<file path="src/include/cpu_config.svh">
`ifndef CPU_CONFIG_SVH
`define CPU_CONFIG_SVH

// data path and address width.
`define WORD_SIZE 16

// register file size and index width.
`define NUM_REGS 4
`define REG_BITS 2

// depth of the external instruction and data memories.
`define MEM_WORDS 256

`endif

</file>
<file path="src/logic/cpu_pkg.sv">
`default_nettype none

// the 16-bit instruction puts the opcode in [15:12], rs in [11:10] and rt in [9:8].
// a register type adds rd in [7:6] and the function code in [5:0].
// an immediate type holds a signed immediate in [7:0] and writes rt.
// a jump carries a target in [11:0] that replaces the low 12 bits of the next pc.
package cpu_pkg;

    typedef enum logic [3:0] {
        OP_ADI   = 4'd4,
        OP_LHI   = 4'd6,
        OP_LWD   = 4'd7,
        OP_SWD   = 4'd8,
        OP_JMP   = 4'd9,
        OP_RTYPE = 4'd15
    } opcode_e;

    typedef enum logic [5:0] {
        FN_ADD = 6'd0,
        FN_SUB = 6'd1,
        FN_AND = 6'd2,
        FN_ORR = 6'd3,
        FN_WWD = 6'd28,
        FN_HLT = 6'd29
    } func_e;

    typedef enum logic [2:0] {
        ALU_ADD = 3'd0,
        ALU_SUB = 3'd1,
        ALU_AND = 3'd2,
        ALU_OR  = 3'd3,
        ALU_LHI = 3'd4 // immediate moved to the upper byte.
    } alu_op_e;

endpackage

`default_nettype wire

</file>
<file path="src/logic/id_ex_bus.sv">
`timescale 1ns/1ps
`default_nettype none

`include "cpu_config.svh"

interface id_ex_bus;

    logic [`WORD_SIZE-1:0] pc;
    logic [`WORD_SIZE-1:0] rs_data;
    logic [`WORD_SIZE-1:0] rt_data;
    logic [`WORD_SIZE-1:0] imm;
    logic [`REG_BITS-1:0]  dest;
    cpu_pkg::alu_op_e      alu_op;
    logic                  alu_src_imm;
    logic                  mem_read;
    logic                  mem_write;
    logic                  reg_write;
    logic                  mem_to_reg;
    logic                  is_wwd;
    logic                  is_halt;

    modport producer (
        output pc, rs_data, rt_data, imm,
        output dest, alu_op, alu_src_imm,
        output mem_read, mem_write, reg_write, mem_to_reg,
        output is_wwd, is_halt
    );

    modport consumer (
        input pc, rs_data, rt_data, imm,
        input dest, alu_op, alu_src_imm,
        input mem_read, mem_write, reg_write, mem_to_reg,
        input is_wwd, is_halt
    );

endinterface

`default_nettype wire

</file>
<file path="src/logic/fetch_stage.sv">
`timescale 1ns/1ps
`default_nettype none

`include "cpu_config.svh"

module fetch_stage (
    input  wire logic                  clk,
    input  wire logic                  reset_n,
    input  wire logic                  stall,
    input  wire logic                  jump,
    input  wire logic [`WORD_SIZE-1:0] jump_target,
    output logic      [`WORD_SIZE-1:0] i_addr,
    input  wire logic [`WORD_SIZE-1:0] i_data,
    output logic      [`WORD_SIZE-1:0] instr,
    output logic                       instr_valid,
    output logic      [`WORD_SIZE-1:0] pc_next
);

    logic [`WORD_SIZE-1:0] pc;

    assign i_addr = pc;

    always_ff @(posedge clk) begin
        if (reset_n) begin
            pc          <= '0;
            instr_valid <= 1'b0;
        end else if (jump) begin
            pc          <= jump_target;
            instr_valid <= 1'b0; // the wrong-path instruction is dropped.
        end else if (!stall) begin
            pc          <= pc + `WORD_SIZE'd1;
            instr_valid <= 1'b1;
        end
    end

    always_ff @(posedge clk) begin
        if (!stall && !jump) begin
            instr   <= i_data;
            pc_next <= pc + `WORD_SIZE'd1;
        end
    end

    // decode only jumps on an instruction that reads no register.
    a_no_jump_and_stall: assert property (@(posedge clk) disable iff (reset_n)
        !(jump && stall));

endmodule

`default_nettype wire

</file>
<file path="src/logic/decode_stage.sv">
`timescale 1ns/1ps
`default_nettype none

`include "cpu_config.svh"

module decode_stage (
    input  wire logic                  clk,
    input  wire logic                  reset_n,
    input  wire logic [`WORD_SIZE-1:0] instr,
    input  wire logic                  instr_valid,
    input  wire logic [`WORD_SIZE-1:0] pc_next,
    input  wire logic [`REG_BITS-1:0]  ex_dest,
    input  wire logic                  ex_reg_write,
    input  wire logic                  wb_en,
    input  wire logic [`REG_BITS-1:0]  wb_dest,
    input  wire logic [`WORD_SIZE-1:0] wb_data,
    output logic                       stall,
    output logic                       jump,
    output logic      [`WORD_SIZE-1:0] jump_target,
    id_ex_bus.producer                 decode_bus
);

    logic [`WORD_SIZE-1:0] regs [`NUM_REGS];
    cpu_pkg::opcode_e      opcode;
    cpu_pkg::func_e        func;
    logic [`REG_BITS-1:0]  rs;
    logic [`REG_BITS-1:0]  rt;
    logic [`REG_BITS-1:0]  rd;
    logic                  uses_rs;
    logic                  uses_rt;
    logic                  issue;
    logic                  c_alu_src_imm;
    logic                  c_mem_read;
    logic                  c_mem_write;
    logic                  c_reg_write;
    logic                  c_mem_to_reg;
    logic                  c_is_wwd;
    logic                  c_is_halt;
    logic                  c_jump;

    assign opcode = cpu_pkg::opcode_e'(instr[15:12]);
    assign func   = cpu_pkg::func_e'(instr[5:0]);
    assign rs     = instr[11:10];
    assign rt     = instr[9:8];
    assign rd     = instr[7:6];

    always_comb begin
        uses_rs            = 1'b0;
        uses_rt            = 1'b0;
        c_alu_src_imm      = 1'b1;
        c_mem_read         = 1'b0;
        c_mem_write        = 1'b0;
        c_reg_write        = 1'b0;
        c_mem_to_reg       = 1'b0;
        c_is_wwd           = 1'b0;
        c_is_halt          = 1'b0;
        c_jump             = 1'b0;
        decode_bus.alu_op  = cpu_pkg::ALU_ADD;
        decode_bus.dest    = rt;
        case (opcode)
            cpu_pkg::OP_RTYPE: begin
                c_alu_src_imm   = 1'b0;
                decode_bus.dest = rd;
                case (func)
                    cpu_pkg::FN_ADD: decode_bus.alu_op = cpu_pkg::ALU_ADD;
                    cpu_pkg::FN_SUB: decode_bus.alu_op = cpu_pkg::ALU_SUB;
                    cpu_pkg::FN_AND: decode_bus.alu_op = cpu_pkg::ALU_AND;
                    cpu_pkg::FN_ORR: decode_bus.alu_op = cpu_pkg::ALU_OR;
                    default:         decode_bus.alu_op = cpu_pkg::ALU_ADD;
                endcase
                case (func)
                    cpu_pkg::FN_ADD, cpu_pkg::FN_SUB, cpu_pkg::FN_AND, cpu_pkg::FN_ORR: begin
                        uses_rs     = 1'b1;
                        uses_rt     = 1'b1;
                        c_reg_write = 1'b1;
                    end
                    cpu_pkg::FN_WWD: begin
                        uses_rs  = 1'b1;
                        c_is_wwd = 1'b1;
                    end
                    cpu_pkg::FN_HLT: c_is_halt = 1'b1;
                    default: ;
                endcase
            end
            cpu_pkg::OP_ADI: begin
                uses_rs     = 1'b1;
                c_reg_write = 1'b1;
            end
            cpu_pkg::OP_LHI: begin
                decode_bus.alu_op = cpu_pkg::ALU_LHI;
                c_reg_write       = 1'b1;
            end
            cpu_pkg::OP_LWD: begin
                uses_rs      = 1'b1;
                c_mem_read   = 1'b1;
                c_reg_write  = 1'b1;
                c_mem_to_reg = 1'b1;
            end
            cpu_pkg::OP_SWD: begin
                uses_rs     = 1'b1;
                uses_rt     = 1'b1; // store data.
                c_mem_write = 1'b1;
            end
            cpu_pkg::OP_JMP: c_jump = 1'b1;
            default: ;
        endcase
    end

    // the instruction ahead of us has not reached the write-back register yet.
    assign stall = instr_valid && ex_reg_write &&
                   ((uses_rs && rs == ex_dest) || (uses_rt && rt == ex_dest));
    assign jump        = instr_valid && c_jump;
    assign jump_target = {pc_next[`WORD_SIZE-1:12], instr[11:0]};
    assign issue       = instr_valid && !stall;

    assign decode_bus.pc          = pc_next;
    assign decode_bus.imm         = {{(`WORD_SIZE-8){instr[7]}}, instr[7:0]};
    assign decode_bus.alu_src_imm = issue && c_alu_src_imm;
    assign decode_bus.mem_read    = issue && c_mem_read;
    assign decode_bus.mem_write   = issue && c_mem_write;
    assign decode_bus.reg_write   = issue && c_reg_write;
    assign decode_bus.mem_to_reg  = issue && c_mem_to_reg;
    assign decode_bus.is_wwd      = issue && c_is_wwd;
    assign decode_bus.is_halt     = issue && c_is_halt;

    // write-first read, so the instruction in write-back needs no stall.
    assign decode_bus.rs_data = (wb_en && wb_dest == rs) ? wb_data : regs[rs];
    assign decode_bus.rt_data = (wb_en && wb_dest == rt) ? wb_data : regs[rt];

    always_ff @(posedge clk) begin
        if (reset_n) begin
            for (int i = 0; i < `NUM_REGS; i++) begin
                regs[i] <= '0;
            end
        end else if (wb_en) begin
            regs[wb_dest] <= wb_data;
        end
    end

    a_single_mem_access: assert property (@(posedge clk) disable iff (reset_n)
        !(decode_bus.mem_read && decode_bus.mem_write));

endmodule

`default_nettype wire

</file>
<file path="src/logic/id_ex.sv">
`timescale 1ns/1ps
`default_nettype none

module id_ex (
    input  wire logic  clk,
    input  wire logic  reset_n,
    id_ex_bus.consumer in_bus,
    id_ex_bus.producer out_bus
);

    // the control bits clear so that execute starts with a bubble.
    always_ff @(posedge clk) begin
        if (reset_n) begin
            out_bus.mem_read  <= 1'b0;
            out_bus.mem_write <= 1'b0;
            out_bus.reg_write <= 1'b0;
            out_bus.is_wwd    <= 1'b0;
            out_bus.is_halt   <= 1'b0;
        end else begin
            out_bus.mem_read  <= in_bus.mem_read;
            out_bus.mem_write <= in_bus.mem_write;
            out_bus.reg_write <= in_bus.reg_write;
            out_bus.is_wwd    <= in_bus.is_wwd;
            out_bus.is_halt   <= in_bus.is_halt;
        end
    end

    always_ff @(posedge clk) begin
        out_bus.pc          <= in_bus.pc;
        out_bus.rs_data     <= in_bus.rs_data;
        out_bus.rt_data     <= in_bus.rt_data;
        out_bus.imm         <= in_bus.imm;
        out_bus.dest        <= in_bus.dest;
        out_bus.alu_op      <= in_bus.alu_op;
        out_bus.alu_src_imm <= in_bus.alu_src_imm;
        out_bus.mem_to_reg  <= in_bus.mem_to_reg; // selects the loaded word for write-back.
    end

endmodule

`default_nettype wire

</file>
<file path="src/logic/execute_wb.sv">
`timescale 1ns/1ps
`default_nettype none

`include "cpu_config.svh"

module execute_wb (
    input  wire logic                  clk,
    input  wire logic                  reset_n,
    id_ex_bus.consumer                 exec_bus,
    output logic      [`WORD_SIZE-1:0] d_addr,
    output logic                       d_read,
    output logic                       d_write,
    output logic      [`WORD_SIZE-1:0] d_wdata,
    input  wire logic [`WORD_SIZE-1:0] d_rdata,
    output logic                       wb_en,
    output logic      [`REG_BITS-1:0]  wb_dest,
    output logic      [`WORD_SIZE-1:0] wb_data,
    output logic      [`WORD_SIZE-1:0] output_port,
    output logic                       output_valid,
    output logic                       is_halted
);

    logic [`WORD_SIZE-1:0] operand_b;
    logic [`WORD_SIZE-1:0] alu_result;

    assign operand_b = exec_bus.alu_src_imm ? exec_bus.imm : exec_bus.rt_data;

    always_comb begin
        case (exec_bus.alu_op)
            cpu_pkg::ALU_ADD: alu_result = exec_bus.rs_data + operand_b;
            cpu_pkg::ALU_SUB: alu_result = exec_bus.rs_data - operand_b;
            cpu_pkg::ALU_AND: alu_result = exec_bus.rs_data & operand_b;
            cpu_pkg::ALU_OR:  alu_result = exec_bus.rs_data | operand_b;
            cpu_pkg::ALU_LHI: alu_result = {operand_b[7:0], 8'h00};
            default:          alu_result = '0;
        endcase
    end

    // loads and stores address memory with rs plus the immediate.
    assign d_addr  = alu_result;
    assign d_wdata = exec_bus.rt_data;
    assign d_read  = exec_bus.mem_read && !is_halted;
    assign d_write = exec_bus.mem_write && !is_halted;

    always_ff @(posedge clk) begin
        if (reset_n) begin
            wb_en        <= 1'b0;
            output_valid <= 1'b0;
            is_halted    <= 1'b0;
        end else begin
            wb_en        <= exec_bus.reg_write && !is_halted;
            output_valid <= exec_bus.is_wwd && !is_halted;
            if (exec_bus.is_halt) begin
                is_halted <= 1'b1; // sticky until the next reset.
            end
        end
    end

    always_ff @(posedge clk) begin
        wb_dest <= exec_bus.dest;
        wb_data <= exec_bus.mem_to_reg ? d_rdata : alu_result;
        if (exec_bus.is_wwd) begin
            output_port <= exec_bus.rs_data;
        end
    end

    a_no_read_and_write: assert property (@(posedge clk) disable iff (reset_n)
        !(d_read && d_write));

    // a memory access comes from an instruction inside instruction memory and stays in range.
    a_mem_in_range: assert property (@(posedge clk) disable iff (reset_n)
        (d_read || d_write) |-> (d_addr < `MEM_WORDS && exec_bus.pc <= `MEM_WORDS));

endmodule

`default_nettype wire

</file>
<file path="src/logic/cpu_core.sv">
`timescale 1ns/1ps
`default_nettype none

`include "cpu_config.svh"

module cpu_core (
    input  wire logic                  clk,
    input  wire logic                  reset_n,
    output logic      [`WORD_SIZE-1:0] i_addr,
    input  wire logic [`WORD_SIZE-1:0] i_data,
    output logic      [`WORD_SIZE-1:0] d_addr,
    output logic                       d_read,
    output logic                       d_write,
    output logic      [`WORD_SIZE-1:0] d_wdata,
    input  wire logic [`WORD_SIZE-1:0] d_rdata,
    output logic      [`WORD_SIZE-1:0] output_port,
    output logic                       output_valid,
    output logic                       is_halted
);

    logic                  stall;
    logic                  jump;
    logic [`WORD_SIZE-1:0] jump_target;
    logic [`WORD_SIZE-1:0] instr;
    logic                  instr_valid;
    logic [`WORD_SIZE-1:0] pc_next;
    logic                  wb_en;
    logic [`REG_BITS-1:0]  wb_dest;
    logic [`WORD_SIZE-1:0] wb_data;

    id_ex_bus decode_bus ();
    id_ex_bus execute_bus ();

    fetch_stage u_fetch (
        .clk         (clk),
        .reset_n     (reset_n),
        .stall       (stall),
        .jump        (jump),
        .jump_target (jump_target),
        .i_addr      (i_addr),
        .i_data      (i_data),
        .instr       (instr),
        .instr_valid (instr_valid),
        .pc_next     (pc_next)
    );

    decode_stage u_decode (
        .clk          (clk),
        .reset_n      (reset_n),
        .instr        (instr),
        .instr_valid  (instr_valid),
        .pc_next      (pc_next),
        .ex_dest      (execute_bus.dest), // hazard check against execute.
        .ex_reg_write (execute_bus.reg_write),
        .wb_en        (wb_en),
        .wb_dest      (wb_dest),
        .wb_data      (wb_data),
        .stall        (stall),
        .jump         (jump),
        .jump_target  (jump_target),
        .decode_bus   (decode_bus.producer)
    );

    id_ex u_id_ex (
        .clk     (clk),
        .reset_n (reset_n),
        .in_bus  (decode_bus.consumer),
        .out_bus (execute_bus.producer)
    );

    execute_wb u_execute (
        .clk          (clk),
        .reset_n      (reset_n),
        .exec_bus     (execute_bus.consumer),
        .d_addr       (d_addr),
        .d_read       (d_read),
        .d_write      (d_write),
        .d_wdata      (d_wdata),
        .d_rdata      (d_rdata),
        .wb_en        (wb_en),
        .wb_dest      (wb_dest),
        .wb_data      (wb_data),
        .output_port  (output_port),
        .output_valid (output_valid),
        .is_halted    (is_halted)
    );

endmodule

`default_nettype wire

</file>
<file path="config.mk">
export PLATFORM = sky130hd
export DESIGN_NAME = cpu_core
export DESIGN_NICKNAME = d
export VERILOG_FILES = /design/src/logic/cpu_pkg.sv /design/src/logic/id_ex_bus.sv /design/src/logic/fetch_stage.sv /design/src/logic/decode_stage.sv /design/src/logic/id_ex.sv /design/src/logic/execute_wb.sv /design/src/logic/cpu_core.sv
export VERILOG_INCLUDE_DIRS = /design/src /design/src/include
export SDC_FILE = /design/constraint.sdc
export NUM_CORES = 1
export LEC_CHECK = 0
export BUFFER_PORTS_ARGS = -buffer_cell sky130_fd_sc_hd__buf_2
export CAP_MARGIN = 20
export CORE_UTILIZATION = 54
export DETAILED_ROUTE_END_ITERATION = 16
export HOLD_SLACK_MARGIN = 0.03
export PLACE_DENSITY = 0.76
export SLEW_MARGIN = 10
export SYNTH_ARGS = -nofsm -noshare
export SYNTH_HDL_FRONTEND = slang
export SYNTH_HIERARCHICAL = 1
export SYNTH_SLANG_ARGS = --single-unit
</file>
<file path="constraint.sdc">
create_clock -name clk -period 4.1 [get_ports clk]
set_clock_uncertainty 0.1 [all_clocks]
set_input_delay 0.615 -clock clk [delete_from_list [all_inputs] [get_ports clk]]
set_output_delay 0.615 -clock clk [all_outputs]
set_load 0.03 [all_outputs]
</file>
# Word level (Yosys, flattened, before mapping)
# Memories as Yosys holds them, arrays and structs flattened. A register that Yosys moved wholly into a read port is not among the register bits.
# Index checks and enable logic that the tools add are counted.
# totals
regBits,138
ram_bits,64
in_bits,34
out_inout_bits,68
elab_cells,112
n_memories,1
# memory_table
memory,words,width,read_ports,rd_ports_with_merged_regs,write_ports,line,rtl
u_decode.regs,4,16,2,2,4,decode_stage.sv:23,logic [`WORD_SIZE-1:0] regs [`NUM_REGS];
# op_classes
add_sub_neg,3
n_eq_ne,20
muxes,33
n_bitwise,2
reduce_logical,31
# op_table
cell,n
16-bit two-way mux,7
16-bit case mux with 5 select lines,1
1-bit logical AND,19
"16-bit by 1-bit adder with 16-bit output, second input constant",1
16-bit adder,1
16-bit AND,1
1-bit two-way mux,16
16-bit OR,1
16-bit OR reduction,1
16-bit subtractor,1
"4-bit by 3-bit == test with 1-bit output, second input constant",3
"4-bit == test, second input constant",3
"6-bit by 2-bit == test with 1-bit output, second input constant",2
"6-bit by 5-bit == test with 1-bit output, second input constant",2
2-bit == test,4
2-bit two-way mux,4
"3-bit by 2-bit == test with 1-bit output, second input constant",2
"6-bit by 1-bit == test with 1-bit output, second input constant",1
6-bit logical NOT,1
1-bit case mux with 2 select lines,3
2-bit case mux with 3 select lines,1
3-bit case mux with 2 select lines,1
3-bit OR reduction,2
5-bit OR reduction,1
8 further kinds,10

# Depth between registers and ports, before layout
# depth
depth_word,10
depth_mapped,19

# Cells and area by module
# The synthesis kept the hierarchy.
# modules_own_cells
module,n_inst,cells_each,area_per_inst_um2,seq_area_each_um2
decode_stage,1,309,4236.6,1921.8
execute_wb,1,344,3108.0,900.9
fetch_stage,1,186,2220.9,1301.2
id_ex,1,81,1552.7,1521.5

# Least setup slack after synthesis
# OpenSTA, ideal clock, no wires.
# synth_timing
path_type,reg2out
startpoint,register u_id_ex.out_bus.alu_src_imm
endpoint,output d_addr[14]
arrival_ns,3.964
required_ns,3.385
path_slack_ns,-0.579
stages_incl_launch_ff,20
path_buffers,4
path_cell_list,dfxtp_1 buf_6 buf_6 buf_2 mux2_2 inv_1 ha_1 nand2_1 or2_2 o21ai_0 xnor2_1 ha_1 clkbuf_1 o21ai_0 nand2_1 a21o_1 a21oi_1 a31oi_1 xnor2_1 o21ai_0
# synth_via
elab_chain_cells,3
# synth_lines
item,line,rtl
start: declaration,id_ex_bus.sv:24,"output dest, alu_op, alu_src_imm,"
16-bit two-way mux (*),execute_wb.sv:26,assign operand_b = exec_bus.alu_src_imm ? exec_bus.imm : exec_bus.rt_data;
"16-bit subtractor, or another cell as far along",execute_wb.sv:31,cpu_pkg::ALU_SUB: alu_result = exec_bus.rs_data - operand_b;
16-bit case mux with 5 select lines (*),execute_wb.sv:29,case (exec_bus.alu_op)
end: declaration,cpu_core.sv:11,"output logic [`WORD_SIZE-1:0] d_addr,"
# Every way passes the cells marked *; elsewhere a longest branch is shown, timed or not.

# Worst setup path after layout
# Ends and elaborated chain as after synthesis.

==> flow_summary.ini <==
[timing]
period_share_pct = 103
grt_setup_unrepaired = yes
fmax_mhz = 236
fin_ws_ns = -0.133
timing.setup.tns_ns = -0.718
tightest_slew_ns = 0.979
hold_viol = 0
slew_violations = 0
setup_violations = 7
finalCriticalPeriod_ns = 4.23
maxSlewHeadroom_pct = 34.7

[critical_path]
required_ns = 3.38
cp_common_cell = a21o_1
cp.depth = 15
cp_slowest_cell = dfxtp_4
critPathLaunchType = flip-flop
r2r_setup_slack_ns = 0.58
critPathBufInv = 3
cp-end-kind = output pin
crit_type = flip-flop to output pin
cp_top_family = compound AO/OA/AOI/OAI gates
critPathMaxFanout = 5
cpPeakStageDelay_ns = 0.40
rr_worst_depth = 16
crit_path_cell_trace = mux2_4 > inv_4 > buf_4 > o21ai_4 > or2_4 > nand2_2 > xor2_1 > ha_1 > a21o_1 > a21o_1 > a21oi_2 > a31oi_2 > xnor2_1 > o21ai_2 > buf_6
arrival_ns = 3.52

[floorplanning]
initial_core_util_pct = 56.0
io_pins = 102
num_rows = 49
dieArea_mm2 = 0.0194
die-height_um = 139
core_mm2 = 0.0182
die_w_um = 139

[routing]
dr.pass1.iters = 5
drc = 0
wl_met1_um = 10400
vias = 6970
post_drt_wl_per_cell_um = 20.2
routed.top_layer = met4
dr.first_iter.drc_count = 643
avgViaCountPerCell = 5.87
ant_nets = 0
routed_wl_um = 24000
wl_met3_um = 1420
met2_wirelength_um = 11700

[grt]
grt_overflow_total = 0
grt.total_usage_pct = 25.4
grt_pass1_vias = 6808
antenna_found_initial = 0
grt_pass1_wl_um = 37500
grt_max_degree = 35

[clocking]
cts_buffers = 17
clockRootBuffer = clkbuf_16
clk_latency_ns = 0.44
clockBufferDepth = 2
htreeDepth = 4
postCtsHoldBufs = 0
cts_tree = done
clock-sinks = 198
clk_pin_slew_ns = 0.07

[worst_hold_path]
min_path_type = input pin to flip-flop
min_path_cells = 1

[place]
hpwlAfterDp_um = 16500
portBuffers = 101
gp_congestion = 0.958

[synth]
netlist_instances = 859
synthesis.area_mm2 = 0.0102
synth-warning-count = 6
synthesis.nets = 913
syn_avg_cell_area_um2 = 11.9

[outcome]
outcome = complete, but fails checks
failed_checks = negative setup slack

[cells_and_area]
utilization_pct = 65.0
regMostFlops = u_decode/regs
largest_reg_flops = 64
diodes = 0
layout-drive-gt1-share_pct = 36.7
final_cell_mix = edfxtp_1, dfxtp_1, buf_2
area_growth_pct = 15.9
fill_cells = 1341
final_common_cell = edfxtp_1
nNetsFinal = 999

[pwr]
power_density_mw_per_mm2 = 459
irDropWorstVdd_uv = 233
leakage_nw = 4.85
finalPower_mw = 5.43

[run]
maxCapViolations = 0
==> through the flow <==
step	area (µm²)	setup slack, ns	cells	hold WS (ns)
after floorplan	10300	0.0309	859	0.276
after global placement	10700	0.0231	1136	0.282
after detailed placement	10700	-0.00131	1136	0.290
after CTS	11700	-0.0741	1181	0.233
after global routing	11800	-0.275	1187	0.230
final	11800	-0.133	1187	0.250
==> final cells by class <==
cell class / count / area (µm²) / area share, %
sequential: 198 / 4970 / 42.0
multi-input combinational: 540 / 4820 / 40.8
timing repair buffer: 160 / 1060 / 8.93
clock buffer: 17 / 425 / 3.60
tap: 229 / 287 / 2.42
clock inverter: 15 / 161 / 1.36
inverter: 28 / 108 / 0.910
==> power breakdown <==
group	switching [mW]	internal, mW	total (mW)	leakage [nW]
Clock	0.788	0.867	1.65	0.292
Combinational	0.726	0.599	1.33	2.72
Sequential	0.217	2.24	2.45	1.84
Total	1.73	3.70	5.43	4.85
==> metal layers <==
metal | vias to the layer above | track usage [%]
li1 | 3255 | -
met1 | 3435 | 33.7
met2 | 243 | 41.8
met3 | 37 | 5.33
met4 | 0 | 7.84
met5 | - | 0
==> path summary, 6_finish.rpt <==
kind,end,startpoint
worst max-delay path,d_addr[14],u_id_ex/out_bus.alu_src_imm
worst min-delay path,u_fetch/instr[10],i_data[10]
worst max register to register,u_execute/wb_data[10],u_id_ex/out_bus.alu_src_imm
worst min register to register,u_execute/wb_dest[0],u_id_ex/out_bus.dest[0]
==> repair_timing <==
item                       CTS  global route
cloned                       1             0
resized for setup           64            22
setup endpoints to repair   10            11
buffers inserted            12             5
pin swaps                   36            16
(Power assumes the default switching activity.)
